### config.mk
export PLATFORM = sky130hd
export DESIGN_NAME = data_mem
export DESIGN_NICKNAME = d
export VERILOG_FILES = /design/src/pipe_pkg.sv /design/src/data_mem.sv
export SDC_FILE = /design/constraint.sdc
export NUM_CORES = 1
export LEC_CHECK = 0
export BUFFER_PORTS_ARGS = -buffer_cell sky130_fd_sc_hd__buf_2
export CORE_ASPECT_RATIO = 0.6
export CORE_MARGIN = 2
export CORE_UTILIZATION = 45
export CTS_BUF_LIST = sky130_fd_sc_hd__clkbuf_8
export DETAILED_ROUTE_END_ITERATION = 10
export GPL_TIMING_DRIVEN = 1
export HOLD_SLACK_MARGIN = 0.15
export SLEW_MARGIN = 20
export SYNTH_ARGS = -nofsm -noshare
export SYNTH_HDL_FRONTEND = slang
export SYNTH_SLANG_ARGS = --single-unit
### constraint.sdc
create_clock -name clk -period 3.7 [get_ports clk]
set_input_delay 0.37 -clock clk [delete_from_list [all_inputs] [get_ports clk]]
set_output_delay 0.37 -clock clk [all_outputs]
set_load 0.01 [all_outputs]
### src/pipe_pkg.sv
package pipe_pkg;

    localparam int XLEN       = 32;
    localparam int REG_ADDR_W = 5;

    typedef enum logic [2:0] {
        ALU_ADD = 3'd0,
        ALU_SUB = 3'd1,
        ALU_AND = 3'd2,
        ALU_OR  = 3'd3,
        ALU_SLT = 3'd4
    } alu_op_e;

    typedef enum logic [1:0] {
        RES_ALU = 2'b00,
        RES_MEM = 2'b01,    // Load data, the code that marks a load
        RES_PC4 = 2'b10
    } result_src_e;

    typedef enum logic [1:0] {
        FWD_REG = 2'b00,    // Register file value
        FWD_WB  = 2'b01,
        FWD_MEM = 2'b10
    } fwd_sel_e;

    typedef struct packed {
        logic        reg_write;
        result_src_e result_src;
        logic        mem_write;
        logic        branch;
        logic        alu_src_imm;
        alu_op_e     alu_op;
    } ctrl_t;

    typedef struct packed {
        logic [XLEN-1:0] instr;
        logic [XLEN-1:0] pc;
        logic            valid;
    } fd_t;

    typedef struct packed {
        ctrl_t                 ctrl;
        logic                  valid;
        logic [XLEN-1:0]       pc;
        logic [XLEN-1:0]       rd1;
        logic [XLEN-1:0]       rd2;
        logic [REG_ADDR_W-1:0] rs1;
        logic [REG_ADDR_W-1:0] rs2;
        logic [REG_ADDR_W-1:0] rd;
        logic [XLEN-1:0]       imm;
    } de_t;

    typedef struct packed {
        logic                  reg_write;
        result_src_e           result_src;
        logic                  mem_write;
        logic                  valid;
        logic [XLEN-1:0]       alu_result;
        logic [XLEN-1:0]       write_data;   // Store data after forwarding
        logic [REG_ADDR_W-1:0] rd;
        logic [XLEN-1:0]       pc_plus4;
    } em_t;

    typedef struct packed {
        logic                  reg_write;
        result_src_e           result_src;
        logic                  valid;
        logic [XLEN-1:0]       alu_result;
        logic [XLEN-1:0]       read_data;
        logic [REG_ADDR_W-1:0] rd;
        logic [XLEN-1:0]       pc_plus4;
    } mw_t;

endpackage
### src/data_mem.sv
`timescale 1ns/100ps

module data_mem import pipe_pkg::*; #(
    parameter int DMEM_DEPTH = 16
) (
    input  logic            clk,
    input  logic            we,
    input  logic [XLEN-1:0] addr,       // Byte address
    input  logic [XLEN-1:0] wdata,
    output logic [XLEN-1:0] rdata
);

    localparam int DAW = $clog2(DMEM_DEPTH);

    logic [XLEN-1:0]  mem [DMEM_DEPTH];
    logic [DAW-1:0]   word_idx;

    assign word_idx = addr[DAW+1:2];    // Wraps at the depth

    always_ff @(posedge clk) begin
        if (we) begin
            mem[word_idx] <= wdata;
        end
    end

    assign rdata = mem[word_idx];

endmodule

# After elaboration in Yosys (flattened, before gate mapping)
# Memory sizes are Yosys's and may differ from the RTL's.
# Index checks and enable logic that the tools add are counted.
[totals]
ramBits = 512
word_cells = 3
ff_bits = 0
inputBits = 66
out_inout_bits = 32
memories = 1
[classes]
muxes = 2
[mem_list]
columns = ["name", "words", "width", "read_ports", "rd_ports_with_merged_regs", "wr", "line", "text"]
rows = [
  ["mem", 16, 32, 1, 0, 1, "data_mem.sv:15", "logic [XLEN-1:0] mem [DMEM_DEPTH];"],
]
[ops]
columns = ["operator", "count"]
rows = [
  ["1-bit 2-to-1 mux", 2],
]

# Longest topological paths before layout
[logic_depth]
ltp_word = 2
mapped_depth = 6
ltp_nobuf = 3

# Least setup slack after synthesis
# OpenSTA, ideal clock, no wires.
[synth_timing]
path_kind = "input port to flip-flop"
startpoint = "input port addr[3]"
endpoint = "memory mem[0][0], enable pin"
required_ns = 3.239
t_arrival_ns = 3.151
n_path_buf = 3
path_slack_ns = 0.088
cell_stages = 4
setup_time_ns = 0.461
cell_sequence = "buf_2 buf_4 clkbuf_1 nor3_1"
[synth_rtl]
columns = ["element", "line", "text"]
rows = [
  ["start, declared", "data_mem.sv:8", "input logic [XLEN-1:0] addr,"],
  ["end, declared", "data_mem.sv:15", ""],
]
# Straight into the memory's write port.

# Worst setup path after layout
[layout_timing]
startpoint = "input port addr[2]"
endpoint = "output port rdata[2]"
[layout_via]
elab_chain_len = 1
[layout_lines]
columns = ["element", "line", "text"]
rows = [
  ["memory read 16 x 32 bit", "n/a", ""],
  ["end, declared", "data_mem.sv:10", "output logic [XLEN-1:0] rdata"],
]
# Every way passes these cells.

==> qor.txt <==
Area contributors post-synth -> edfxtp_1 80%, mux4_2 15%, a22oi_1 2.5%
overall power -> 11.3 mW
DP Wirelength -> 23000 um
post-route cell area -> 22300 um^2
routed via count -> 9069
largest registers -> mem: 512 flops
unrepaired setup endpoints after global routing -> no
total wire length -> 41900 um
Crit path required time -> 3330 ps
Final Instance Count excl. Fillers -> 1607
Rows -> 58
Crit Path Max Fanout -> 80
initial DRC count -> 975
most common cell in the netlist -> edfxtp_1
max reg flops -> 512
Tmin final -> 2900 ps
post-route setup slack -> 796 ps
dpl cells -> 1444
Post-synth top cells -> 512 x edfxtp_1, 128 x mux4_2, 64 x a22oi_1
Async SR Flop Fraction -> 0
final-report setup violation count -> 0
global-route wire length before repair -> 61900 um
layout cells sized above 1 -> 0.337
vias per inst -> 5.64
Synth Cell Area -> 19200 um^2
clock share of power -> 0.366
worst-case clock buffer depth -> 3
maximum VDD drop -> 0.298 mV
Seq/Total Area, Yosys -> 0.800
Top Ports -> 98
H-tree depth -> 3
Yosys warnings -> 0
Peak Freq -> 344 MHz
Area Overhead vs Synth -> 15.8%
Worst Path Arrival -> 2530 ps
pin count of the biggest net entering global routing -> 81
Top FF cell, synth -> edfxtp_1
pre-CTS setup slack -> 742 ps
post-synth cell types -> 16
Clock Root Buffer -> clkbuf_8
routability cong. -> 0.698
largest area contributor in the netlist -> edfxtp_1
CTS tree -> done
Post-DRT Antenna Nets -> 0
Syn Nets -> 874
Post-synth EDFFs -> 512
remaining routing DRC violations -> 0
setup bufs post-CTS -> 0
Seq pwr share -> 0.576
WL met3 -> 3240 um
Num CTS Buffers -> 73
DP Area -> 20600 um^2
WL/cell -> 26.1 um
Die Ht -> 164 um
Met2 Wirelength -> 18400 um
Leakage -> 7.18 nW
Seq cells post-synth -> 512
DR pass1 iterations -> 6
Sw Share -> 0.220
Synth top area share -> 0.800
hold_buf cts -> 32
Synth Instances -> 808
fill count -> 3210
CP Class -> input pin to output port
number of global-route vias before repair -> 9338
setup_tns -> 0 ps
initial core utilization -> 0.457
CTS sink cnt -> 512
outcome -> completed
Final #Nets -> 1047
die area -> 44400 um^2
initial antenna violation count -> 0
Psw -> 2.49 mW
register name with the most flops -> mem
Syn Area/Cell -> 23.8 um^2
combinational share of power -> 0.058
Critical Path End Type -> output port
Final Hold Viols -> 0
Worst Hold Class -> input pin to flop
worst slew pin tran -> 1070 ps
crit start category -> input pin
Reg clk slew, reported paths -> 60 ps
pwr/cell area -> 509 nW/um^2
Metal-1 WL -> 19800 um
core area -> 42000 um^2
Final Cycle Share -> 0.785
number of gates resized after CTS -> 0
max_cap viols -> 0
Rel. slew slack -> 0.284
port buffer count -> 69
DR top layer -> met4
total global routing overflow -> 0
DIE WIDTH -> 271 um
fin. max-slew vios -> 0
total track usage -> 0.195
Pint -> 8.84 mW
## cells by family after synthesis
logic type / synth area share
muxes: 0.150
buffers and inverters: 0.0120
AOI/OAI and AO/OA: 0.0250
and+or+nand+nor: 0.0131
DFF: 0.800
## cell type report
type | instances | area (um^2) | share of cell area
Multi-Input combinational cell | 251 | 3760 | 0.169
Sequential cell | 512 | 15400 | 0.691
Clock inverter | 57 | 329 | 0.0148
Antenna cell | 1 | 2.50 | 0.000112
Timing Repair Buffer | 143 | 1080 | 0.0487
Tap cell | 570 | 713 | 0.0320
Clock buffer | 73 | 1000 | 0.0451
## worst max-delay path: stages
cell	delay, ps
buf_8	670
buf_4	360
mux4_2	510
a22oi_1	260
nand2_1	120
buf_2	150
## per-stage QoR
stage,util,hold WS (ps)
6_report,0.530,500
5_1_grt,0.530,497
4_1_cts,0.530,444
3_5_place_dp,0.490,758
3_3_place_gp,0.490,754
2_1_floorplan,-,469
## placed cells by master (no fill, tap or decap)
cell,netlist,routed
mux4_2,128,128
clkinv_2,0,6
clkinv_1,0,16
buf_8,0,1
buf_6,6,1
nand2b_1,2,2
diode_2,0,1
clkinvlp_4,0,5
nand2_1,33,33
buf_12,0,7
nand3_1,1,1
nor2_4,0,13
buf_2,11,67
or3b_2,1,1
buf_4,1,35
inv_6,0,2
inv_1,0,25
bufinv_16,0,3
a22oi_1,64,64
dlygate4sd3_1,0,32
nor3_2,0,3
clkbuf_8,0,73
nor2b_4,0,2
nand3b_1,2,2
and2_2,0,1
edfxtp_1,512,512
nor3_4,0,1
## routing by layer
layer | vias up | global-route usage
li1 | 3831 | -
met4 | 0 | 0.0470
met5 | - | 0
met1 | 4833 | 0.305
met3 | 43 | 0.0446
met2 | 362 | 0.277
## final timing paths
kind / end / slack, ps / startpoint / cells after the start
max: rdata[2] / 800 / addr[2] / 6
min: mem[15][29] / 500 / we / 3
## power by group through the flow
stage	clock [mW]	sequential, mW	combinational [mW]
4_1_cts	4.28	6.53	0.663
5_1_grt	4.53	6.53	0.706
6_report	4.15	6.53	0.652
2_1_floorplan	0	6.64	0.359
3_3_place_gp	0	6.64	0.625
3_5_place_dp	0	6.65	0.633
No activity file was read; power rests on OpenSTA's default activity.
