`config.mk`:
```
export PLATFORM = sky130hd
export DESIGN_NAME = reg_file
export DESIGN_NICKNAME = d
export VERILOG_FILES = /design/src/pipe_pkg.sv /design/src/reg_file.sv
export SDC_FILE = /design/constraint.sdc
export NUM_CORES = 2
export LEC_CHECK = 0
export BUFFER_PORTS_ARGS = -buffer_cell sky130_fd_sc_hd__buf_2
export CAP_MARGIN = 20
export CORE_MARGIN = 2
export CORE_UTILIZATION = 64
export DETAILED_ROUTE_END_ITERATION = 16
export PLACE_DENSITY = 0.87
export SLEW_MARGIN = 40
export SYNTH_ARGS = -nofsm -noshare
export SYNTH_HDL_FRONTEND = slang
export SYNTH_SLANG_ARGS = --single-unit
```
`constraint.sdc`:
```
create_clock -name clk -period 4.9 [get_ports clk]
set_input_delay 0.49 -clock clk [delete_from_list [all_inputs] [get_ports clk]]
set_output_delay 0.49 -clock clk [all_outputs]
set_load 0.005 [all_outputs]
```
`src/pipe_pkg.sv`:
```
package pipe_pkg;

    localparam int XLEN       = 32;
    localparam int REG_ADDR_W = 5;

    typedef enum logic [2:0] {
        ALU_ADD = 3'd0,
        ALU_SUB = 3'd1,
        ALU_AND = 3'd2,
        ALU_OR  = 3'd3,
        ALU_SLT = 3'd4
    } alu_op_e;

    typedef enum logic [1:0] {
        RES_ALU = 2'b00,
        RES_MEM = 2'b01,    // Load data, the code that marks a load
        RES_PC4 = 2'b10
    } result_src_e;

    typedef enum logic [1:0] {
        FWD_REG = 2'b00,    // Register file value
        FWD_WB  = 2'b01,
        FWD_MEM = 2'b10
    } fwd_sel_e;

    typedef struct packed {
        logic        reg_write;
        result_src_e result_src;
        logic        mem_write;
        logic        branch;
        logic        alu_src_imm;
        alu_op_e     alu_op;
    } ctrl_t;

    typedef struct packed {
        logic [XLEN-1:0] instr;
        logic [XLEN-1:0] pc;
        logic            valid;
    } fd_t;

    typedef struct packed {
        ctrl_t                 ctrl;
        logic                  valid;
        logic [XLEN-1:0]       pc;
        logic [XLEN-1:0]       rd1;
        logic [XLEN-1:0]       rd2;
        logic [REG_ADDR_W-1:0] rs1;
        logic [REG_ADDR_W-1:0] rs2;
        logic [REG_ADDR_W-1:0] rd;
        logic [XLEN-1:0]       imm;
    } de_t;

    typedef struct packed {
        logic                  reg_write;
        result_src_e           result_src;
        logic                  mem_write;
        logic                  valid;
        logic [XLEN-1:0]       alu_result;
        logic [XLEN-1:0]       write_data;   // Store data after forwarding
        logic [REG_ADDR_W-1:0] rd;
        logic [XLEN-1:0]       pc_plus4;
    } em_t;

    typedef struct packed {
        logic                  reg_write;
        result_src_e           result_src;
        logic                  valid;
        logic [XLEN-1:0]       alu_result;
        logic [XLEN-1:0]       read_data;
        logic [REG_ADDR_W-1:0] rd;
        logic [XLEN-1:0]       pc_plus4;
    } mw_t;

endpackage
```
`src/reg_file.sv`:
```
`timescale 1ns/100ps

module reg_file import pipe_pkg::*; (
    input  logic                  clk,
    input  logic                  rst,
    input  logic [REG_ADDR_W-1:0] ra1,
    input  logic [REG_ADDR_W-1:0] ra2,
    output logic [XLEN-1:0]       rd1,
    output logic [XLEN-1:0]       rd2,
    input  logic                  we,
    input  logic [REG_ADDR_W-1:0] wa,
    input  logic [XLEN-1:0]       wd
);

    logic [XLEN-1:0] regs [2**REG_ADDR_W];
    logic            wr_live;

    assign wr_live = we && (wa != '0);      // x0 stays zero

    always_ff @(posedge clk) begin
        if (rst) begin
            for (int i = 0; i < 2**REG_ADDR_W; i++) begin
                regs[i] <= '0;
            end
        end else if (wr_live) begin
            regs[wa] <= wd;
        end
    end

    // Writeback in the same cycle shows through to decode
    assign rd1 = (wr_live && wa == ra1) ? wd : regs[ra1];
    assign rd2 = (wr_live && wa == ra2) ? wd : regs[ra2];

endmodule

```
# After elaboration in Yosys (flattened, before gate mapping)
# Memory sizes are Yosys's and may differ from the RTL's.
# Cells that the tools add are included.
[word_totals]
ramBits = 1024
input_bits = 50
wordCells = 18
n_memories = 1
reg_bits = 0
out_inout_bits = 64
[classes]
n_reduce_logical = 5
muxes = 10
eq_ne = 2
[memory_table]
columns = ["memory", "depth", "word_bits", "read_ports", "rd_ports_with_merged_regs", "write_ports", "line", "text"]
rows = [
  ["regs", 32, 32, 2, 0, 32, "reg_file.sv:15", "logic [XLEN-1:0] regs [2**REG_ADDR_W];"],
]
[op_table]
columns = ["operator", "count"]
rows = [
  ["$mux W32", 3],
  ["$reduce_or A32 Y1", 1],
  ["$eq A5 B5 Y1", 2],
  ["$mux W1", 6],
  ["$mux W5", 1],
  ["$reduce_bool A5 Y1", 1],
  ["$logic_and A1 B1 Y1", 3],
]

# Logic depth before layout (Yosys ltp)
[logic_depth]
ltp_word = 7
depth_mapped = 8
ltp_nobuf = 5

# Worst setup path after synthesis
# Ideal clock, no wire load.
[synth_timing]
kind = "input to register"
startpoint = "input port wa[2]"
endpoint = "memory regs[12][0], enable pin"
required_ns = 4.509
setup_slack_ns = 2.087
setup_ns = 0.391
t_arrival_ns = 2.422
path_buffers = 2
stages = 7
path_cell_list = "buf_2 or3_1 o31ai_2 or4_1 buf_6 nor2_4 or2_1"
[synth_lines]
columns = ["element", "line", "text"]
rows = [
  ["start, declared", "reg_file.sv:11", "input logic [REG_ADDR_W-1:0] wa,"],
  ["end, declared", "reg_file.sv:15", ""],
]

# Worst setup path after layout
[layout_timing]
startpoint = "input port wa[2]"
endpoint = "output port rd1[30]"
[layout_via]
elab_chain_len = 4
[layout_lines]
columns = ["element", "line", "text"]
rows = [
  ["$reduce_bool A5 Y1", "reg_file.sv:18", "assign wr_live = we && (wa != '0);"],
  ["$logic_and A1 B1 Y1", "reg_file.sv:18", ""],
  ["$logic_and A1 B1 Y1 (*)", "reg_file.sv:31", "assign rd1 = (wr_live && wa == ra1) ? wd : regs[ra1];"],
  ["$mux W32 (*)", "reg_file.sv:31", ""],
  ["end, declared", "reg_file.sv:8", "output logic [XLEN-1:0] rd1,"],
]
# Mark *: on every way between the ends. The rest lies on a longest branch, timed or not.

==> run metrics <==
post-detailed-route count of antenna-violating nets 0; max_cap viols 0; Non-Filler Instances approximately 4,700; I/O pin count 114; Syn Std Cell Area ~54,000 um^2; initial DRC count between 6,000 and 7,000; Distinct cells, synth 43; Rows 106; global-route wire length before repair ~250 mm; final hold violations 0; post_cts resized 0; CTS H-tree depth 3; critical path data arrival time between 3 and 4 ns; Die Ht ~300 um; status finished clean; Yosys warning count 0; Crit path required time 4.41 ns; core area roughly 84,000 um^2; vias post-DR 36,396; CTS max path bufs 3; fin crit period ~3.8 ns; final period utilization 77.7%; largest net degree at the start of global routing between 70 and 80; Yosys reg bits just over 1,000; power density cells 350 nW/um^2; WS Path Type input pin to output pin; post-route setup TNS 0 ns; grt ovf 0; worst slew pin tran approximately 0.98 ns; top flop regs regs x1024; Initial Util between 60% and 70%; TritonRoute pass-1 iters 8; Slew headroom 34.8%; HP Class input pin to flip-flop; Total GRT Usage 39.9%; CTS tree done; share of layout cells above drive strength 1 ~25%; Seq/Total Area, Yosys between 50% and 60%; antenna violations before repair 10; Post-synth EDFFs 1,024; Reg with most FFs regs; Setup crit start kind input pin; post-synthesis async set-or-reset flop share 0%; max frequency 263 MHz; GP Congestion between 0.8 and 0.9; Synth Instances roughly 3,500; routed len/inst ~37 um; port bufs about 110; ys flop type edfxtp_1; worst-path maximum fanout 33; post-CTS setup buffers 0; cts hold-fix bufs 0; DRT Wirelength around 170 mm; pins over their slew limit 0; via-per-instance ratio roughly 7.7; Inst Count DP 4,520; RSZ-0062 raised after global routing no; # clock sinks 1,024; DIE WIDTH about 300 um; Synth-to-Final Area Change 8.83%; final setup fails 0; Peak VDD IR roughly 330 uV; max reg flops 1,024; Critical Path End Type output pin; final net count around 3,500; Post-DP HPWL around 100 mm; vias in the first global route 37,214; Die Area 87,400 um^2; Root Driver clkbuf_16; DRC violations left 0; Avg Cell Area, Syn roughly 16 um^2; Clock transition at path regs 0.06 ns; total clock buffers created by CTS slightly above 100; P_leak just over 20 nW
[synth_stat cells (4+ instances only)]
library cell,count,share of area [%]
xor2_1,4,0.064
nor2_1,31,0.21
nand2_1,69,0.48
or2_2,24,0.28
buf_6,28,0.58
buf_12,22,0.81
or4_1,63,0.87
o22ai_1,248,2.8
nor4_1,4,0.046
or2_1,7,0.080
and2_1,992,11
buf_8,7,0.19
nand3_1,9,0.083
mux4_1,83,4.0
nor2b_1,5,0.057
or3b_1,4,0.064
buf_2,103,0.95
nand3b_1,12,0.17
clkbuf_1,220,1.5
xnor2_1,6,0.096
nor2_2,4,0.046
mux4_2,425,18
mux2i_1,11,0.20
buf_1,4,0.028
edfxtp_1,1024,56
o21ai_1,62,0.57
[cell usage in the layout (no fill, tap or decap), types with 3 or more instances in the layout]
cell type	Yosys	layout
xnor2_1	6	6
or4_1	63	63
buf_8	7	8
bufinv_16	0	12
o21ai_1	62	62
clkinvlp_4	0	6
or2_2	24	21
o22ai_1	248	248
buf_4	2	115
xor2_1	4	4
buf_12	22	14
nor2_1	31	7
nand3_2	0	3
conb_1	1	32
nor2_4	3	31
and2_1	992	992
mux2i_1	11	11
nand2_1	69	66
clkinv_1	0	22
or2_4	0	10
mux4_2	425	425
buf_6	28	3
inv_6	0	3
nand3b_1	12	12
edfxtp_1	1024	1024
diode_2	0	4
clkbuf_1	220	18
nor2b_1	5	5
mux4_1	83	83
nand3_1	9	6
clkbuf_16	0	106
clkinv_2	0	17
buf_2	103	109
[worst max-delay path, cell delays in order]
cell and delay, ns:
buf_2 0.26, or3_1 0.40, o31ai_2 0.16, nor4_2 0.36, buf_4 0.52, nor4_1 0.14
buf_4 0.17, nor3b_1 0.57, buf_2 0.23
[per-layer routing]
layer / global-route usage [%] / vias up / part of all wire [%]
met5: 0 / - / 0.017
met4: 25.1 / 4 / 7.3
met3: 14.7 / 949 / 18
met2: 59.5 / 4078 / 45
met1: 50.0 / 17737 / 30
li1: - / 13628 / -
[cell type report]
type	instances	area, um^2
Antenna cell	4	10.0
Clock buffer	124	2720
Clock inverter	62	624
Fill cell	4796	24700
Multi-Input combinational cell	2114	21900
Sequential cell	1024	30700
Tap cell	1134	1420
Timing Repair Buffer	250	1870
[report_power, final]
part	internal [mW]	switching (mW)
clock network	4.57	3.45
logic	1.00	1.31
registers	10.1	0.274
total	15.7	5.03
[path summary, 6_finish.rpt]
path                from      endpoint  slack, ns  cells after the start
setup / recovery   wa[2]       rd1[30]       1.09                      9
hold / removal    wd[22]  regs[20][22]       0.43                      2
[stage by stage]
stage	area, um^2	power [mW]	utilization, %	hold slack (ns)	setup WS [ns]
4_1_cts	59200	20.6	70.5	0.404	1.17
3_3_place_gp	55700	12.6	66.4	1.10	0.968
5_1_grt	59300	21.1	70.6	0.447	1.03
3_5_place_dp	55900	12.8	66.5	1.11	0.925
2_1_floorplan	54600	11.9	-	0.688	2.09
6_report	59300	20.7	70.6	0.428	1.09
[logic make-up (layout without fill, tap and decap cells)]
kind of cell    Yosys count  after routing  share of synthesized area [%]
simple gates           1236           1236                           13.9
flops                  1024           1024                           56.5
mux                     519            519                           21.8
buf+inv                 387            436                           4.11
compound gates          317            317                           3.53
xor+xnor                 10             10                          0.161
other cells               1             36                        0.00689
No activity file was read; power rests on OpenSTA's default activity.
