File: config.mk
export PLATFORM = sky130hd
export DESIGN_NAME = hazard_unit
export DESIGN_NICKNAME = d
export VERILOG_FILES = /design/src/pipe_pkg.sv /design/src/hazard_unit.sv
export SDC_FILE = /design/constraint.sdc
export NUM_CORES = 1
export LEC_CHECK = 0
export BUFFER_PORTS_ARGS = -buffer_cell sky130_fd_sc_hd__buf_2
export CAP_MARGIN = 10
export CELL_PAD_IN_SITES_DETAIL_PLACEMENT = 2
export CELL_PAD_IN_SITES_GLOBAL_PLACEMENT = 2
export CORE_MARGIN = 4
export CORE_UTILIZATION = 18
export DETAILED_ROUTE_END_ITERATION = 16
export PLACE_DENSITY_LB_ADDON = 0.1
export SYNTH_ARGS = -nofsm -noshare
export SYNTH_HDL_FRONTEND = slang
export SYNTH_SLANG_ARGS = --single-unit
File: constraint.sdc
create_clock -name vclk -period 2.5
set_clock_uncertainty 0.1 [all_clocks]
set_input_delay 0.25 -clock vclk [all_inputs]
set_output_delay 0.25 -clock vclk [all_outputs]
set_load 0.02 [all_outputs]
File: src/pipe_pkg.sv
package pipe_pkg;

    localparam int XLEN       = 32;
    localparam int REG_ADDR_W = 5;

    typedef enum logic [2:0] {
        ALU_ADD = 3'd0,
        ALU_SUB = 3'd1,
        ALU_AND = 3'd2,
        ALU_OR  = 3'd3,
        ALU_SLT = 3'd4
    } alu_op_e;

    typedef enum logic [1:0] {
        RES_ALU = 2'b00,
        RES_MEM = 2'b01,    // Load data, the code that marks a load
        RES_PC4 = 2'b10
    } result_src_e;

    typedef enum logic [1:0] {
        FWD_REG = 2'b00,    // Register file value
        FWD_WB  = 2'b01,
        FWD_MEM = 2'b10
    } fwd_sel_e;

    typedef struct packed {
        logic        reg_write;
        result_src_e result_src;
        logic        mem_write;
        logic        branch;
        logic        alu_src_imm;
        alu_op_e     alu_op;
    } ctrl_t;

    typedef struct packed {
        logic [XLEN-1:0] instr;
        logic [XLEN-1:0] pc;
        logic            valid;
    } fd_t;

    typedef struct packed {
        ctrl_t                 ctrl;
        logic                  valid;
        logic [XLEN-1:0]       pc;
        logic [XLEN-1:0]       rd1;
        logic [XLEN-1:0]       rd2;
        logic [REG_ADDR_W-1:0] rs1;
        logic [REG_ADDR_W-1:0] rs2;
        logic [REG_ADDR_W-1:0] rd;
        logic [XLEN-1:0]       imm;
    } de_t;

    typedef struct packed {
        logic                  reg_write;
        result_src_e           result_src;
        logic                  mem_write;
        logic                  valid;
        logic [XLEN-1:0]       alu_result;
        logic [XLEN-1:0]       write_data;   // Store data after forwarding
        logic [REG_ADDR_W-1:0] rd;
        logic [XLEN-1:0]       pc_plus4;
    } em_t;

    typedef struct packed {
        logic                  reg_write;
        result_src_e           result_src;
        logic                  valid;
        logic [XLEN-1:0]       alu_result;
        logic [XLEN-1:0]       read_data;
        logic [REG_ADDR_W-1:0] rd;
        logic [XLEN-1:0]       pc_plus4;
    } mw_t;

endpackage
File: src/hazard_unit.sv
`timescale 1ns/100ps

module hazard_unit import pipe_pkg::*; (
    input  logic [REG_ADDR_W-1:0] rs1_d,
    input  logic [REG_ADDR_W-1:0] rs2_d,
    input  logic [REG_ADDR_W-1:0] rs1_e,
    input  logic [REG_ADDR_W-1:0] rs2_e,
    input  logic [REG_ADDR_W-1:0] rd_e,
    input  logic [REG_ADDR_W-1:0] rd_m,
    input  logic [REG_ADDR_W-1:0] rd_w,
    input  pipe_pkg::result_src_e result_src_e,
    input  logic                  reg_write_m,
    input  logic                  reg_write_w,
    input  logic                  pc_src,         // Taken branch in execute
    output fwd_sel_e              forward_a,
    output fwd_sel_e              forward_b,
    output logic                  stall_f,
    output logic                  stall_d,
    output logic                  flush_d,
    output logic                  flush_e
);

    logic lw_stall;

    function automatic fwd_sel_e fwd_select(
        input logic [REG_ADDR_W-1:0] rs,
        input logic [REG_ADDR_W-1:0] rd_mem,
        input logic                  we_mem,
        input logic [REG_ADDR_W-1:0] rd_wb,
        input logic                  we_wb
    );
        if (rs == '0) begin
            return FWD_REG;         // x0 is never forwarded
        end else if (we_mem && rs == rd_mem) begin
            return FWD_MEM;         // Youngest result first
        end else if (we_wb && rs == rd_wb) begin
            return FWD_WB;
        end
        return FWD_REG;
    endfunction

    assign forward_a = fwd_select(rs1_e, rd_m, reg_write_m, rd_w, reg_write_w);
    assign forward_b = fwd_select(rs2_e, rd_m, reg_write_m, rd_w, reg_write_w);

    // Load data arrives one stage too late for the next instruction
    assign lw_stall = (result_src_e == RES_MEM) && (rd_e != '0) &&
                      ((rd_e == rs1_d) || (rd_e == rs2_d));

    assign stall_f = lw_stall;
    assign stall_d = lw_stall;
    assign flush_d = pc_src;
    assign flush_e = lw_stall || pc_src;    // Bubble into execute

endmodule

* Yosys cells after proc, flatten, opt, wreduce, memory -nomap -nowiden
Index checks and enable logic that the tools add are counted. Widths: inputs -> output; s select.
Cells by class: equality and inequality tests 7, multiplexer cells 14, reductions and logical operators 11
Operators with widths (count):
- $eq 5x5->1 | 6
- $mux 2 | 8
- $logic_not 5->1 | 2
- $logic_and 1x1->1 | 6
- $mux 1 | 6
- $reduce_bool 5->1 | 1
- $eq 2x1->1 const B | 1
- $logic_or 1x1->1 | 2
Word-level totals: flip-flop bits (word level) 0, input bits 40, output and inout bits 8, word-level logic and storage cells 32

* Longest topological paths before layout
word-level depth 6, gate-level depth with buffers 5, depth with buffers taken out 4

* Least setup slack after synthesis
No wires, ideal clock.
path type input -> output, start point input port rd_e[2], end point output port stall_f, arrival time 1.725 ns, required time 2.150 ns, setup slack 0.425 ns, stages 5, buffers on the path 1, cells stage by stage xor2_1 > nor3_1 > a22oi_1 > nor4_1 > buf_4
On the way: longest elaborated chain between the ends 3, elaborated cells on any way between the ends 6, classes of those cells eq/ne: 2; reduce/logical: 4
Ends and longest elaborated chain:
- start, declared | RTL line hazard_unit.sv:8 | input logic [REG_ADDR_W-1:0] rd_e,
- $eq 5x5->1 or $reduce_bool 5->1 (tied branches) | RTL line hazard_unit.sv:47, hazard_unit.sv:46
- $logic_or 1x1->1 or $logic_and 1x1->1 (tied branches) | RTL line hazard_unit.sv:47, hazard_unit.sv:46
- $logic_and 1x1->1 (*) | RTL line hazard_unit.sv:46 | assign lw_stall = (result_src_e == RES_MEM) && (rd_e != '0) &&
- end, declared | RTL line hazard_unit.sv:17 | output logic stall_f,
Every way passes the cells marked *; elsewhere a longest branch is shown, timed or not.

* Worst setup path after layout
start point input port rd_e[2], end point output port stall_d
On the way: longest elaborated chain between the ends 3, elaborated cells on any way between the ends 6, classes of those cells eq/ne: 2; reduce/logical: 4
Ends and longest elaborated chain:
- $eq 5x5->1 or $reduce_bool 5->1 (tied branches) | RTL line hazard_unit.sv:47, hazard_unit.sv:46
- $logic_or 1x1->1 or $logic_and 1x1->1 (tied branches) | RTL line hazard_unit.sv:47, hazard_unit.sv:46
- $logic_and 1x1->1 (*) | RTL line hazard_unit.sv:46
- end, declared | RTL line hazard_unit.sv:18 | output logic stall_d,
Marks and branches as above.

==> impl_metrics.json <==
{
  "instances_no_fill": 133,
  "critical_path_buf_inv_count": 2,
  "place_inst": 133,
  "area.growth.synth_to_final_pct": 58.43,
  "ys_warn_count": 0,
  "globalRouteMet3Util": 0.02673,
  "hold_path_depth": 2,
  "yosysSeqAreaShare": 0,
  "diodes": 0,
  "routed_wl_um": 1850,
  "crit_path_max_incr_delay_ps": 320,
  "cts-resized-gates": 0,
  "syn-cell-area_um2": 445.4,
  "fp.dieArea_mm2": 0.003334,
  "power_uw": 111.3,
  "io_buffers": 48,
  "place_area_um2": 705.7,
  "finalSetupViolCount": 0,
  "crit_top_cell": "buf_2",
  "crit_type": "primary input to output port",
  "drive_gt1_frac": 0.4857,
  "grt_pass1_vias": 705,
  "whs_ps": 638.6,
  "min_path_type": "primary input to output port",
  "grt_usage": 0.1129,
  "yosysTopAreaCell": "xor2_1",
  "ant_nets": 0,
  "cp.required_ps": 2150,
  "crit_family": "simple AND/OR/NAND/NOR gates",
  "critPathLaunchType": "primary input",
  "max-vdd-ir-drop_mv": 0.04367,
  "synthesis.nets": 99,
  "endpoint_kind": "output port",
  "start_util": 0.1957,
  "period_minus_slack_ps": 1796,
  "fp.coreArea_mm2": 0.002276,
  "regArea_um2": 0,
  "cp_cell_sequence": "buf_2 -> xor2_1 -> nor3_1 -> a22oi_1 -> nor4_1 -> buf_2",
  "wire_per_inst_um": 13.91,
  "post-synth-top-area-fraction": 0.3539,
  "synth.most_common_cell": "xor2_1",
  "final_hold_viol_count": 0,
  "cts_setup_buffers": 0,
  "die_h_um": 57.75,
  "io_pins": 48,
  "use_met2": 0.2194,
  "worstMarginPinSlew_ps": 322.1,
  "drc_errors": 0,
  "vias_per_cell": 4.519,
  "slowest_stage": "nor4_1",
  "flops_and_latches": 0,
  "synth_area_per_cell_um2": 7.550,
  "fin_nets": 147,
  "gp_congestion": 0.7931,
  "grt_overflow_total": 0,
  "grt_max_degree": 4,
  "max_freq_ghz": 0.5569,
  "fin_tns_setup_ps": 0,
  "stdcell_area_um2": 705.7,
  "cts_hold_buf": 0,
  "synthTopCellsByArea": "xor2_1, xnor2_1, nor2_1, nor4_1, o41ai_2",
  "rsz0062_at_grt": "false",
  "hpwlAfterDp_um": 1774,
  "status": "complete, no violations",
  "crit_cells": 6,
  "drv_slew": 0,
  "netlist_instances": 59,
  "synthTopCellsByCount": "xor2_1, xnor2_1, nor2_1",
  "dr.pass1.iters": 2,
  "die_w_um": 57.75,
  "num-fill-cells": 297,
  "leakage_uw": 0.0003515,
  "timing.critical_path.arrival_ps": 1450,
  "grt_use_met1": 0.1271,
  "clockBufferCount": 0,
  "top_usage_layer": "met2",
  "num_vias": 601,
  "post-route-period-util": 0.7183,
  "antenna_found_initial": 0,
  "drv_cap": 0,
  "power_density_mw_per_mm2": 157.8,
  "rows": 17,
  "crit_fanout": 3,
  "grt_pass1_wl_um": 3070,
  "slew_headroom": 0.7833,
  "netlist-cell-type-count": 17,
  "drt_iter0_markers": 7
}
routing by layer:
metal / up-vias / share of wire
li1: 296 / -
met1: 273 / 0.39
met2: 30 / 0.51
met3: 2 / 0.091
met4: 0 / 0.0076
met5: - / 0
worst paths after layout:
kind / startpoint / to / slack [ps]
min: pc_src / flush_d / 640
max: rd_e[2] / stall_d / 700
logic make-up (layout without fill, tap and decap cells):
family / count (synthesis) / after routing / synth area share
buffers and inverters: 4 / 50 / 0.05056
AOI/OAI and AO/OA: 2 / 2 / 0.05339
and+or+nand+nor: 23 / 23 / 0.3062
xor gates and xnor gates: 30 / 30 / 0.5899
layout by cell type (no fill, tap or decap):
| cell | count |
|---|---|
| nor2_1 | 7 |
| xnor2_1 | 12 |
| nand2_1 | 1 |
| or4_4 | 1 |
| nor4b_1 | 1 |
| xor2_1 | 18 |
| nor2_4 | 1 |
| or4_1 | 2 |
| nor4_1 | 3 |
| nor3_1 | 2 |
| buf_2 | 48 |
| nand3_1 | 2 |
| nand4_1 | 2 |
| inv_1 | 2 |
| and4_1 | 1 |
| a22oi_1 | 1 |
| o41ai_2 | 1 |
layout make-up:
cell class | count | area, um^2 | area share
timing repair buffer | 48 | 240.2 | 0.3404
tap | 28 | 35.03 | 0.04965
inverter | 2 | 7.507 | 0.01064
multi-input combinational | 55 | 422.9 | 0.5993
where the power goes:
group          switching [uW]  internal [uW]  total (uW)
clock network               0              0           0
logic                    55.6           55.7         111
registers                   0              0           0
through the flow:
stage	utilization	worst slack, ps
floorplan	-	425.4
global placement	0.3101	748.1
detailed placement	0.3101	675.9
CTS	0.3101	665.4
global route	0.3101	454.0
finish	0.3101	704.4
Power figures use the tool's default switching activity.
