**src/pipe_pkg.sv**
```systemverilog
package pipe_pkg;

    localparam int XLEN       = 32;
    localparam int REG_ADDR_W = 5;

    typedef enum logic [2:0] {
        ALU_ADD = 3'd0,
        ALU_SUB = 3'd1,
        ALU_AND = 3'd2,
        ALU_OR  = 3'd3,
        ALU_SLT = 3'd4
    } alu_op_e;

    typedef enum logic [1:0] {
        RES_ALU = 2'b00,
        RES_MEM = 2'b01,    // Load data, the code that marks a load
        RES_PC4 = 2'b10
    } result_src_e;

    typedef enum logic [1:0] {
        FWD_REG = 2'b00,    // Register file value
        FWD_WB  = 2'b01,
        FWD_MEM = 2'b10
    } fwd_sel_e;

    typedef struct packed {
        logic        reg_write;
        result_src_e result_src;
        logic        mem_write;
        logic        branch;
        logic        alu_src_imm;
        alu_op_e     alu_op;
    } ctrl_t;

    typedef struct packed {
        logic [XLEN-1:0] instr;
        logic [XLEN-1:0] pc;
        logic            valid;
    } fd_t;

    typedef struct packed {
        ctrl_t                 ctrl;
        logic                  valid;
        logic [XLEN-1:0]       pc;
        logic [XLEN-1:0]       rd1;
        logic [XLEN-1:0]       rd2;
        logic [REG_ADDR_W-1:0] rs1;
        logic [REG_ADDR_W-1:0] rs2;
        logic [REG_ADDR_W-1:0] rd;
        logic [XLEN-1:0]       imm;
    } de_t;

    typedef struct packed {
        logic                  reg_write;
        result_src_e           result_src;
        logic                  mem_write;
        logic                  valid;
        logic [XLEN-1:0]       alu_result;
        logic [XLEN-1:0]       write_data;   // Store data after forwarding
        logic [REG_ADDR_W-1:0] rd;
        logic [XLEN-1:0]       pc_plus4;
    } em_t;

    typedef struct packed {
        logic                  reg_write;
        result_src_e           result_src;
        logic                  valid;
        logic [XLEN-1:0]       alu_result;
        logic [XLEN-1:0]       read_data;
        logic [REG_ADDR_W-1:0] rd;
        logic [XLEN-1:0]       pc_plus4;
    } mw_t;

endpackage
```
**src/fetch_stage.sv**
```systemverilog
`timescale 1ns/100ps

module fetch_stage import pipe_pkg::*; #(
    parameter int IMEM_DEPTH = 64
) (
    input  logic            clk,
    input  logic            rst,
    input  logic            stall,
    input  logic            pc_src,
    input  logic [XLEN-1:0] pc_target,
    input  logic            imem_we,
    input  logic [XLEN-1:0] imem_addr,      // Byte address, word aligned
    input  logic [XLEN-1:0] imem_wdata,
    output fd_t             fd
);

    localparam int IAW = $clog2(IMEM_DEPTH);

    logic [XLEN-1:0] imem [IMEM_DEPTH];
    logic [XLEN-1:0] pc;

    always_ff @(posedge clk) begin
        if (rst && imem_we) begin
            imem[imem_addr[IAW+1:2]] <= imem_wdata;     // Program load only during reset
        end
    end

    always_ff @(posedge clk) begin
        if (rst) begin
            pc <= '0;
        end else if (pc_src) begin
            pc <= pc_target;        // Taken branch from execute
        end else if (!stall) begin
            pc <= pc + XLEN'(4);
        end
    end

    assign fd.instr = imem[pc[IAW+1:2]];
    assign fd.pc    = pc;
    assign fd.valid = (pc < XLEN'(IMEM_DEPTH * 4));   // Past the array end decodes as NOP

endmodule

```
**config.mk**
```make
export PLATFORM = sky130hd
export DESIGN_NAME = fetch_stage
export DESIGN_NICKNAME = d
export VERILOG_FILES = /design/src/pipe_pkg.sv /design/src/fetch_stage.sv
export SDC_FILE = /design/constraint.sdc
export NUM_CORES = 2
export LEC_CHECK = 0
export BUFFER_PORTS_ARGS = -buffer_cell sky130_fd_sc_hd__buf_2
export CAP_MARGIN = 20
export CORE_MARGIN = 4
export CORE_UTILIZATION = 30
export CTS_CLUSTER_DIAMETER = 200
export CTS_CLUSTER_SIZE = 20
export DETAILED_ROUTE_END_ITERATION = 8
export PLACE_DENSITY_LB_ADDON = 0.2
export SLEW_MARGIN = 40
export SYNTH_ARGS = -nofsm -noshare
export SYNTH_HDL_FRONTEND = slang
export SYNTH_SLANG_ARGS = --single-unit
```
**constraint.sdc**
```tcl
create_clock -name clk -period 3.6 [get_ports clk]
set_input_delay 0.18 -clock clk [delete_from_list [all_inputs] [get_ports clk]]
set_output_delay 0.18 -clock clk [all_outputs]
set_load 0.05 [all_outputs]
```
Word level (Yosys, flattened, before mapping) --
Memory sizes are Yosys's and may differ from the RTL's. A register that Yosys moved wholly into a read port is not among the register bits. Cells that the tools add are included. Widths: inputs -> output; s select.
Word-level totals: flip-flop bits (word level) 32, bits in writable memories 2048, bits of input ports 101, output and inout port bits 65, logic and storage cells 12, memories 1
Memories:
- imem | depth 64, bits a word 32, read ports 1, clocked after memory_dff 1, wr ports 1, line fetch_stage.sv:19 | logic [XLEN-1:0] imem [IMEM_DEPTH];
Cells by class: $add $sub $neg 1, magnitude comparators 1, equality and inequality tests 1, muxes and demuxes 6, reduce and logical (&&, ||, !) cells 1
Operator list (count):
- $mux 32 | 2
- $add 32x3->32 const B | 1
- $lt 32x9->1 const B | 1
- $mux 6 | 2
- $mux 1 | 2
- $ne 2x1->1 const B | 1
- $logic_and 1x1->1 | 1

Depth between registers and ports, before layout --
depth in word-level cells 5, mapped depth 9, mapped depth without buffers 6

Least setup slack after synthesis --
Ideal clock, no wire load.
path kind input to register, from input imem_addr[7], to memory imem[48][0] (enable), library setup time 0.461 ns, arrival time 2.962 ns, data required time 3.139 ns, path slack 0.177 ns, stages on the path 5, buffers on the path 1, cell sequence clkbuf_1 > nand2_1 > nor3_1 > nand2b_1 > nor3_1
RTL lines:
- from (decl) | line fetch_stage.sv:12 | input logic [XLEN-1:0] imem_addr,
- to (decl) | line fetch_stage.sv:19
No word-level cell before the write port.

==> results.py <==
metrics = {
    "critical_path": {
        "cp_top_family": "multiplexers",
        "required_ns": 3.42,
        "path_class": "reg -> out",
        "cp_max_fo": 8,
        "cpMaxStageDelayCell": "mux4_2",
        "worstPathCellList": "buf_4, buf_12, mux4_2, mux2i_1, o32ai_2, nor3_2, buf_4, o21ai_4, buf_6",
        "slowest_delay_ns": 0.51,
        "crit_buf_inv": 4,
        "startpoint_type": "flop",
        "cp_common_cell": "buf_4",
        "cp-end-kind": "primary output",
        "arrival_ns": 3.32,
    },
    "power": {
        "p_leak_nw": 28.4,
        "power_density_nw_per_um2": 472,
        "ir_drop_v": 0.000436,
    },
    "sta": {
        "fin_crit_ns": 3.50,
        "skew_ns": 0.0177,
        "final-setup-viol-count": 0,
        "slew_headroom_pct": 42.4,
        "post-route-period-util_pct": 97.1,
        "fin_tns_setup_ns": 0,
        "maxSlewViolCount": 0,
        "tightest_slew_ns": 0.864,
        "hold_violations": 0,
        "timing.fmax_mhz": 286,
        "rsz0062_at_grt": "yes",
    },
    "floorplan": {
        "num_rows": 189,
        "pin_count": 166,
        "fp.dieW_microns": 524,
        "core_region_area_sq_um": 265000,
        "dieArea_sq_um": 274000,
        "start_util_pct": 30.1,
        "die_h_microns": 524,
    },
    "synth": {
        "synth_top_area_share_pct": 77.1,
        "post_synth_fa_ha_maj_area_fraction_pct": 0.0157,
        "synth_ff_type": "edfxtp_1",
        "async_reset_ff_share_pct": 0,
        "synth_fp_nets": 3676,
        "synth_top_family_by_area": "multiplexers",
        "yosysWarnings": 0,
        "synth_mux_area_share_pct": 15.3,
        "synth_cell_type_count": 57,
        "syn_area_sq_um": 79800,
        "synth_compound_area_share_pct": 3.06,
        "ys_ff_latch": 2086,
        "avgSynthCellArea_sq_um": 22.3,
        "synth_area_leaders": "edfxtp_1 (77%), mux4_2 (14%), mux2i_1 (1.2%)",
        "ys_seq_area_share_pct": 78.0,
        "synth-simple-area-share_pct": 2.20,
        "synth-xor-area-share_pct": 0.154,
        "netlist_instances": 3574,
        "synth_edf_count": 2048,
        "synth_top_area_cell": "edfxtp_1",
    },
    "route": {
        "drc_errors": 0,
        "wl_mm": 240,
        "detail-route-antenna-nets": 0,
        "avgViaCountPerCell": 5.21,
        "dr.pass1.iters": 5,
        "wl_per_cell_microns": 31.5,
        "dr.first_iter.drc_count": 4192,
        "vias": 39700,
    },
    "clocking": {
        "h-tree-depth": 3,
        "clock_latency_ns": 0.78,
        "clock_sink_count": 2086,
        "clockBufferDepth": 3,
        "path_clk_slew_ns": 0.09,
        "cts_root_buf": "clkbuf_16",
        "cts_tree": "yes",
        "cts_inserted_buffers": 114,
    },
    "placement": {
        "place_area_sq_um": 88100,
        "port_buffers": 139,
        "routabilityCongestion": 0.740,
        "dp_hpwl_mm": 135,
    },
    "finish": {
        "final_common_cell": "edfxtp_1",
        "fill_cells": 24500,
        "fin_area_sq_um": 94600,
        "fin_nets": 4156,
        "synthToLayoutAreaGrowth_pct": 18.5,
        "layout_common_cells": "edfxtp_1 (2048), mux4_2 (494), buf_4 (216)",
        "drive_gt1_share_pct": 32.9,
    },
    "global_route": {
        "grt_use_total_pct": 17.2,
        "antenna_found_initial": 14,
        "grt_pass1_wl_mm": 331,
        "grt_overflow": 0,
        "grt_max_degree": 65,
        "grt_pass1_vias": 41000,
    },
    "status": {
        "outcome": "completed",
    },
    "flow_run": {
        "max_cap_viol_count": 0,
    },
    "min_path": {
        "hp-class": "in -> reg",
    },
}
-- cell usage after synthesis, drive strengths merged (17+ instances only) --
cell	n
nand3	59
nor3	21
nor2b	36
mux2i	96
mux4	494
a22o	18
a22oi	84
o22ai	39
nand2	39
a211oi	24
o221ai	36
nand4	17
o21ai	25
buf	126
a221oi	27
nor2	101
a21oi	27
dfxtp	38
clkbuf	77
edfxtp	2048
-- cell type report --
| class | instances | area (sq um) | share of cell area (%) |
|---|---|---|---|
| clock inverter | 6 | 78.8 | 0.0833 |
| multi-input combinational | 1279 | 18000 | 19.0 |
| clock buffer | 138 | 2990 | 3.16 |
| sequential | 2086 | 62300 | 65.8 |
| tap | 3533 | 4420 | 4.67 |
| inverter | 6 | 22.5 | 0.0238 |
| antenna | 4 | 10.0 | 0.0106 |
| timing repair buffer | 567 | 6830 | 7.22 |
-- kinds of logic after synthesis --
logic type	count (synthesis)
compound gates	324
fa+ha+maj	1
mux	600
simple gates	340
flops	2086
xor+xnor	14
buf+inv	209
-- worst paths after layout --
check        slack (ns)  cells past startpoint             endpoint                 from
min reg2reg        0.60                      2  pc[23]$_SDFFE_PP0N_  pc[23]$_SDFFE_PP0N_
min                0.07                      3  pc[10]$_SDFFE_PP0N_                  rst
max                0.10                      9               fd[35]                 flop
max reg2reg        0.71                      6  pc[28]$_SDFFE_PP0N_  pc[11]$_SDFFE_PP0N_
-- metrics by stage --
| stage | worst slack, ns | total power [mW] | std cells | util (%) | hold WS (ns) |
|---|---|---|---|---|---|
| global route | -0.0270 | 46.2 | 7618 | 35.7 | 0.0719 |
| finish | 0.105 | 44.7 | 7619 | 35.7 | 0.0746 |
| CTS | -0.0516 | 45.1 | 7595 | 35.5 | 0.0167 |
| floorplan | 0.177 | 29.3 | 3574 | - | 0.259 |
| global placement | 0.0140 | 31.1 | 7306 | 33.2 | 0.407 |
| detailed placement | 0.164 | 31.2 | 7307 | 33.3 | 0.408 |
-- state kept, by name, indices dropped and copies added (netlist names), named ones only --
signal / flops
pc: 32
imem: 2048
-- metal layers --
metal  vias up  wire length [microns]  track usage, %
met5         -                     25               0
met4         4                   5670            3.79
met2      1043                 114000            27.9
li1      16200                      -               -
met1     22300                 108000            24.8
met3       229                  11200            2.29
-- worst register-to-register path, delay by kind of cell, from the launching register on --
kind	cells	cell delay, ns
AND/OR/NAND/NOR	4	1.50
buffers and inverters	1	0.58
flip-flops	1	0.47
AO/OA/AOI/OAI	1	0.28
-- repair_timing --
action / CTS / global route
endpoints found under the setup margin: 32 / 28
gates resized for setup: 200 / 65
setup buffers: 48 / 10
pin swaps: 20 / 12
cloned: 18 / 8
hold buffers: 78 / 1
endpoints found under the hold margin: 1719 / 42
-- where the power goes --
group          leakage (nW)  internal, mW  switching [mW]
combinational          8.17          1.90            2.46
sequential             18.7          26.7          0.0817
clock                  1.49          5.84            7.66
total                  28.4          34.5            10.2
Note: power is estimated with default switching activity, not from simulation.
