**src/pipe_pkg.sv**
```systemverilog
package pipe_pkg;

    localparam int XLEN       = 32;
    localparam int REG_ADDR_W = 5;

    typedef enum logic [2:0] {
        ALU_ADD = 3'd0,
        ALU_SUB = 3'd1,
        ALU_AND = 3'd2,
        ALU_OR  = 3'd3,
        ALU_SLT = 3'd4
    } alu_op_e;

    typedef enum logic [1:0] {
        RES_ALU = 2'b00,
        RES_MEM = 2'b01,    // Load data, the code that marks a load
        RES_PC4 = 2'b10
    } result_src_e;

    typedef enum logic [1:0] {
        FWD_REG = 2'b00,    // Register file value
        FWD_WB  = 2'b01,
        FWD_MEM = 2'b10
    } fwd_sel_e;

    typedef struct packed {
        logic        reg_write;
        result_src_e result_src;
        logic        mem_write;
        logic        branch;
        logic        alu_src_imm;
        alu_op_e     alu_op;
    } ctrl_t;

    typedef struct packed {
        logic [XLEN-1:0] instr;
        logic [XLEN-1:0] pc;
        logic            valid;
    } fd_t;

    typedef struct packed {
        ctrl_t                 ctrl;
        logic                  valid;
        logic [XLEN-1:0]       pc;
        logic [XLEN-1:0]       rd1;
        logic [XLEN-1:0]       rd2;
        logic [REG_ADDR_W-1:0] rs1;
        logic [REG_ADDR_W-1:0] rs2;
        logic [REG_ADDR_W-1:0] rd;
        logic [XLEN-1:0]       imm;
    } de_t;

    typedef struct packed {
        logic                  reg_write;
        result_src_e           result_src;
        logic                  mem_write;
        logic                  valid;
        logic [XLEN-1:0]       alu_result;
        logic [XLEN-1:0]       write_data;   // Store data after forwarding
        logic [REG_ADDR_W-1:0] rd;
        logic [XLEN-1:0]       pc_plus4;
    } em_t;

    typedef struct packed {
        logic                  reg_write;
        result_src_e           result_src;
        logic                  valid;
        logic [XLEN-1:0]       alu_result;
        logic [XLEN-1:0]       read_data;
        logic [REG_ADDR_W-1:0] rd;
        logic [XLEN-1:0]       pc_plus4;
    } mw_t;

endpackage
```
**src/decoder.sv**
```systemverilog
`timescale 1ns/100ps

module decoder import pipe_pkg::*; (
    input  fd_t                   fd,
    output ctrl_t                 ctrl,
    output logic [XLEN-1:0]       imm,
    output logic [REG_ADDR_W-1:0] rs1,
    output logic [REG_ADDR_W-1:0] rs2,
    output logic [REG_ADDR_W-1:0] rd
);

    localparam logic [6:0] OP_R      = 7'b0110011;
    localparam logic [6:0] OP_IMM    = 7'b0010011;
    localparam logic [6:0] OP_LOAD   = 7'b0000011;
    localparam logic [6:0] OP_STORE  = 7'b0100011;
    localparam logic [6:0] OP_BRANCH = 7'b1100011;

    logic [6:0]      opcode;
    logic [2:0]      funct3;
    logic [6:0]      funct7;
    logic [XLEN-1:0] imm_i;
    logic [XLEN-1:0] imm_s;
    logic [XLEN-1:0] imm_b;
    logic            legal;
    logic            use_rs2;

    assign opcode = fd.instr[6:0];
    assign funct3 = fd.instr[14:12];
    assign funct7 = fd.instr[31:25];

    assign imm_i = {{20{fd.instr[31]}}, fd.instr[31:20]};
    assign imm_s = {{20{fd.instr[31]}}, fd.instr[31:25], fd.instr[11:7]};
    assign imm_b = {{19{fd.instr[31]}}, fd.instr[31], fd.instr[7], fd.instr[30:25],
                    fd.instr[11:8], 1'b0};

    always_comb begin
        ctrl    = '0;
        imm     = '0;
        legal   = 1'b0;
        use_rs2 = 1'b0;
        case (opcode)
            OP_R: begin
                ctrl.reg_write = 1'b1;
                use_rs2        = 1'b1;
                legal          = 1'b1;
                case ({funct7, funct3})
                    {7'b0000000, 3'b000}: ctrl.alu_op = ALU_ADD;
                    {7'b0100000, 3'b000}: ctrl.alu_op = ALU_SUB;
                    {7'b0000000, 3'b010}: ctrl.alu_op = ALU_SLT;
                    {7'b0000000, 3'b110}: ctrl.alu_op = ALU_OR;
                    {7'b0000000, 3'b111}: ctrl.alu_op = ALU_AND;
                    default:              legal       = 1'b0;
                endcase
            end
            OP_IMM: begin
                ctrl.reg_write   = 1'b1;
                ctrl.alu_src_imm = 1'b1;
                imm              = imm_i;
                legal            = (funct3 == 3'b000);      // ADDI only
            end
            OP_LOAD: begin
                ctrl.reg_write   = 1'b1;
                ctrl.result_src  = RES_MEM;
                ctrl.alu_src_imm = 1'b1;
                imm              = imm_i;
                legal            = (funct3 == 3'b010);      // LW
            end
            OP_STORE: begin
                ctrl.mem_write   = 1'b1;
                ctrl.alu_src_imm = 1'b1;
                imm              = imm_s;
                use_rs2          = 1'b1;
                legal            = (funct3 == 3'b010);      // SW
            end
            OP_BRANCH: begin
                ctrl.branch = 1'b1;
                imm         = imm_b;
                use_rs2     = 1'b1;
                legal       = (funct3 == 3'b000);           // BEQ
            end
            default: legal = 1'b0;
        endcase

        if (!(legal && fd.valid)) begin
            ctrl    = '0;
            imm     = '0;
            use_rs2 = 1'b0;
        end

        // Unused fields read as x0 so they never match a hazard
        rs1 = (legal && fd.valid) ? fd.instr[19:15] : '0;
        rs2 = use_rs2 ? fd.instr[24:20] : '0;
        rd  = ctrl.reg_write ? fd.instr[11:7] : '0;
    end

endmodule

```
**config.mk**
```make
export PLATFORM = sky130hd
export DESIGN_NAME = decoder
export DESIGN_NICKNAME = d
export VERILOG_FILES = /design/src/pipe_pkg.sv /design/src/decoder.sv
export SDC_FILE = /design/constraint.sdc
export NUM_CORES = 1
export LEC_CHECK = 0
export BUFFER_PORTS_ARGS = -buffer_cell sky130_fd_sc_hd__buf_4
export CELL_PAD_IN_SITES_DETAIL_PLACEMENT = 1
export CELL_PAD_IN_SITES_GLOBAL_PLACEMENT = 2
export CORE_MARGIN = 4
export CORE_UTILIZATION = 10
export DETAILED_ROUTE_END_ITERATION = 12
export GPL_TIMING_DRIVEN = 0
export MAX_ROUTING_LAYER = met4
export PLACE_DENSITY = 0.77
export SLEW_MARGIN = 20
export SYNTH_ARGS = -nofsm -noshare
export SYNTH_HDL_FRONTEND = slang
export SYNTH_SLANG_ARGS = --single-unit
```
**constraint.sdc**
```tcl
create_clock -name vclk -period 2.23
set_clock_uncertainty 0.1 [all_clocks]
set_input_delay 0.223 -clock vclk [all_inputs]
set_output_delay 0.223 -clock vclk [all_outputs]
set_load 0.01 [all_outputs]
```
==> After elaboration in Yosys (flattened, before gate mapping) <==
Cells that the tools add are included.
{ "classes": {"add_sub_neg": 0, "mul": 0, "div": 0, "order_cmp": 0, "eq_ne": 10, "shifts": 0, "n_mux": 17, "n_bitwise": 0, "n_reduce_logical": 10} }
{ "op_table": {"columns": ["cell", "n"], "rows": [
  ["$pmux W32 S3", 1],
  ["$mux W32", 1],
  ["$eq A10 B3 Y1 const B", 2],
  ["$mux W5", 3],
  ["$eq A7 B6 Y1 const B", 2],
  ["$pmux W3 S4", 1],
  ["$eq A10 B2 Y1 const B", 1],
  ["$eq A10 B9 Y1 const B", 1],
  ["$logic_not A10 Y1", 1],
  ["$mux W9", 1],
  ["$reduce_or A3 Y1", 3],
  ["$mux W1", 8],
  ["$eq A7 B2 Y1 const B", 1],
  ["$eq A7 B5 Y1 const B", 1],
  ["$eq A7 B7 Y1 const B", 1],
  ["$reduce_or A2 Y1", 3],
  ["$reduce_or A5 Y1", 1],
  ["$eq A3 B2 Y1 const B", 1],
  ["$logic_not A3 Y1", 1],
  ["$mux W3", 1],
  ["$pmux W1 S3", 1],
  ["$logic_and A1 B1 Y1", 1]
]} }
{ "word_totals": {"reg_bits": 0, "latch_bits": 0, "mem_bits_rw": 0, "mem_bits_ro": 0, "in_bits": 65, "output_inout_bits": 56, "word_cells": 37, "memories": 0} }

==> Depth between registers and ports, before layout <==
{ "depth": {"word_depth": 7, "ltp_mapped": 7, "depth_no_buf": 4} }

==> Worst setup path after synthesis <==
OpenSTA, ideal clock, no wires.
{ "synth_path": {"path_type": "input to output", "start": "input fd[60] in the netlist's numbering", "end": "output imm[13]", "arrival_time_ns": 2.166, "t_required_ns": 1.907, "setup_slack_ns": -0.259, "stages": 6, "n_path_buf": 2, "path_cell_list": "or4_4 nor4_4 a32o_2 buf_6 and3_1 buf_4"} }
{ "synth_between": {"elab_chain_cells": 6, "word_cells_on_any_way": 10, "classes_between": "eq/ne (4); mux (3); reduce/logical (3)"} }
{ "synth_rtl": {"columns": ["element", "line_no", "source"], "rows": [
  ["from (decl)", "decoder.sv:4", "input fd_t fd,"],
  ["$eq A10 B3 Y1, or another cell as far along", "decoder.sv:46", "case ({funct7, funct3})"],
  ["$reduce_or A5 Y1 (no line) *", null, null],
  ["$mux W1 *", "decoder.sv:46", null],
  ["$pmux W1 S3 *", "decoder.sv:41", "case (opcode)"],
  ["$logic_and A1 B1 Y1 *", "decoder.sv:84", "if (!(legal && fd.valid)) begin"],
  ["$mux W32 *", "decoder.sv:84", null],
  ["to (decl)", "decoder.sv:6", "output logic [XLEN-1:0] imm,"]
]} }
Every way passes the cells marked *; elsewhere a longest branch is shown, timed or not.

==> Worst setup path in the final report <==
{ "layout_path": {"start": "input fd[60] in the netlist's numbering", "end": "output imm[22]"} }
Same word-level chain as after synthesis.

==> reports/metrics.csv <==
stage;metric;value;unit
yosys;Ys Warns;0;
sta;Setup-failing EPs final;44;
global_routing;largest net degree at the start of global routing;11;
layout;post-route cell area;1870;sq um
pwr;Max rail drop VDD;0.0261;mV
floorplanning;Initial Utilization;0.105;
yosys;leading area contributor after synthesis;buf_4;
worst_setup_path;crit path kind;input pin to output port;
detailed_routing;Iteration-0 DRC Markers;44;
detailed_routing;vias per inst;3.97;
placement;hpwl dp;3.48;mm
layout;share of layout cells above drive strength 1;0.652;
yosys;post-synth top area share;0.205;
pwr;Lkg Pwr;0.936;nW
yosys;distinct cell type count after synthesis;28;
floorplanning;core box area;6940;sq um
worst_setup_path;Setup crit start kind;input pin;
yosys;Area contributors post-synth;buf_4 21%, and3_1 18%, a22oi_1 6.2%;
floorplanning;die width;93.6;microns
layout;fin nets;277;
layout;Final Util;0.269;
yosys;Gate Count Post-Synth;111;
floorplanning;chip height;93.6;microns
detailed_routing;overall routed net length;4.65;mm
floorplanning;row count;30;
worst_setup_path;Worst Path Required;1910;ps
layout;Area Growth Syn to Fin;155;%
detailed_routing;Final ANT Viol Nets;0;
placement;RD Place Congestion;0.692;
sta;Hold Vio Cnt, Final;0;
global_routing;number of global-route vias before repair;1286;
sta;period utilisation layout;1.04;
layout;most frequent cells in the layout;63 x buf_4, 54 x buf_6, 16 x and3_1;
detailed_routing;DR pass1 iterations;4;
layout;seq_cells;0;
placement;Placed Area;1510;sq um
layout;Clock buffer cells;0;
sta;RSZ-0062 raised after global routing;true;
status;status;finished with violations;
pwr;total power;0.000114;W
detailed_routing;via count;1214;
pwr;Pwr Density;60.7;nW/um^2
hold_path;Hold Path Class;input pin to output port;
sta;Fmax;0.429;GHz
global_routing;first-pass GRT wire length;6.74;mm
worst_setup_path;Setup crit end kind;output port;
sta;Slew headroom;0.612;
layout;commonest non-fill, non-tap cell in the layout;buf_4;
layout;register area;0;sq um
sta;worst setup slack after layout;-99.9;ps
detailed_routing;drc violations;0;
status;failing checks;setup timing;
placement;port bufs;87;
sta;Slew @ Worst Pin;582;ps
global_routing;antenna violations before repair;0;
global_routing;GRT Resource Usage Total;0.0966;
job;max-capacitance violation count;0;
worst_setup_path;Crit Path Max Fanout;6;
yosys;sequential-to-total area share from yosys stat;0;
layout;ANT cells;0;
floorplanning;IO Pins;121;
yosys;Mean Syn Cell Area;6.59;sq um
sta;max-slew violations;0;
yosys;syn nets;176;
global_routing;total gr overflow;0;
detailed_routing;WL per Instance;15.2;microns
worst_setup_path;WP data arrival;2010;ps
floorplanning;die area;8750;sq um
sta;crit path time final;2330;ps
yosys;Netlist Area Pre-Place;732;sq um
-- metrics by stage --
stage | cells | setup slack (ps) | hold WS, ps | TNS (ps)
2_1_floorplan | 111 | 23.2 | 397 | 0
3_3_place_gp | 294 | -454 | 632 | -12400
3_5_place_dp | 294 | -484 | 637 | -13200
4_1_cts | 304 | -141 | 637 | -4710
5_1_grt | 306 | -166 | 647 | -6480
6_report | 306 | -99.9 | 637 | -2970
-- timing repair --
action | 4_1_cts | 5_1_grt
buffers inserted | 6 | 2
pin swaps | 13 | 5
cloned | 4 | 0
gates resized for setup | 45 | 23
setup endpoints to repair | 52 | 53
hold buffers | 0 | 0
-- layer usage --
layer / part of all wire / vias to the layer above / track usage / routed length, microns
met2: 0.52 / 51 / 0.181 / 2400
li1: - / 595 / - / -
met4: 0 / 0 / 0 / 0
met3: 0.068 / 0 / 0.0137 / 314
met1: 0.42 / 568 / 0.116 / 1930
met5: 0 / - / - / 0
-- path summary, 6_finish.rpt --
path	start	endpoint	slack, ps	cells past startpoint
worst min-delay path	fd[63]	ctrl[2]	640	3
worst max-delay path	fd[60]	imm[22]	-100	8
-- synthesized netlist by cell type, types with 2 or more instances --
library cell and instances:
a21oi_1 4, a22oi_1 6, and3_1 21, and4_1 5
buf_4 20, buf_6 2, clkbuf_1 4, inv_1 3
nand2_1 10, nand2b_1 2, nand3b_1 2, nand4bb_1 2
nor2_1 7, nor2b_1 2, nor3_1 3, nor4_1 5
nor4b_1 2
-- worst max-delay path, stage by stage --
cell	delay, ps
buf_6	90
or4_4	540
nor4_4	290
a32o_2	280
buf_6	130
and3_4	250
buf_6	110
buf_6	90
-- cell families after synthesis --
logic type | after synthesis | synth area share
AOI/OAI and AO/OA | 13 | 0.123
and+or+nand+nor | 68 | 0.600
buffers and inverters | 29 | 0.272
other | 1 | 0.00512
-- report_power, final --
part | leakage, nW | switching, W | internal [W]
clock network | 0 | 0 | 0
logic | 0.936 | 0.0000545 | 0.0000590
registers | 0 | 0 | 0
total | 0.936 | 0.0000545 | 0.0000590
-- cell type report --
type,count,area (sq um)
fillers,832,5070
repair buffers,96,857
multi-input cells,85,622
plain buffers,26,259
well taps,96,120
inverters,3,11.3
(Power assumes the default switching activity.)
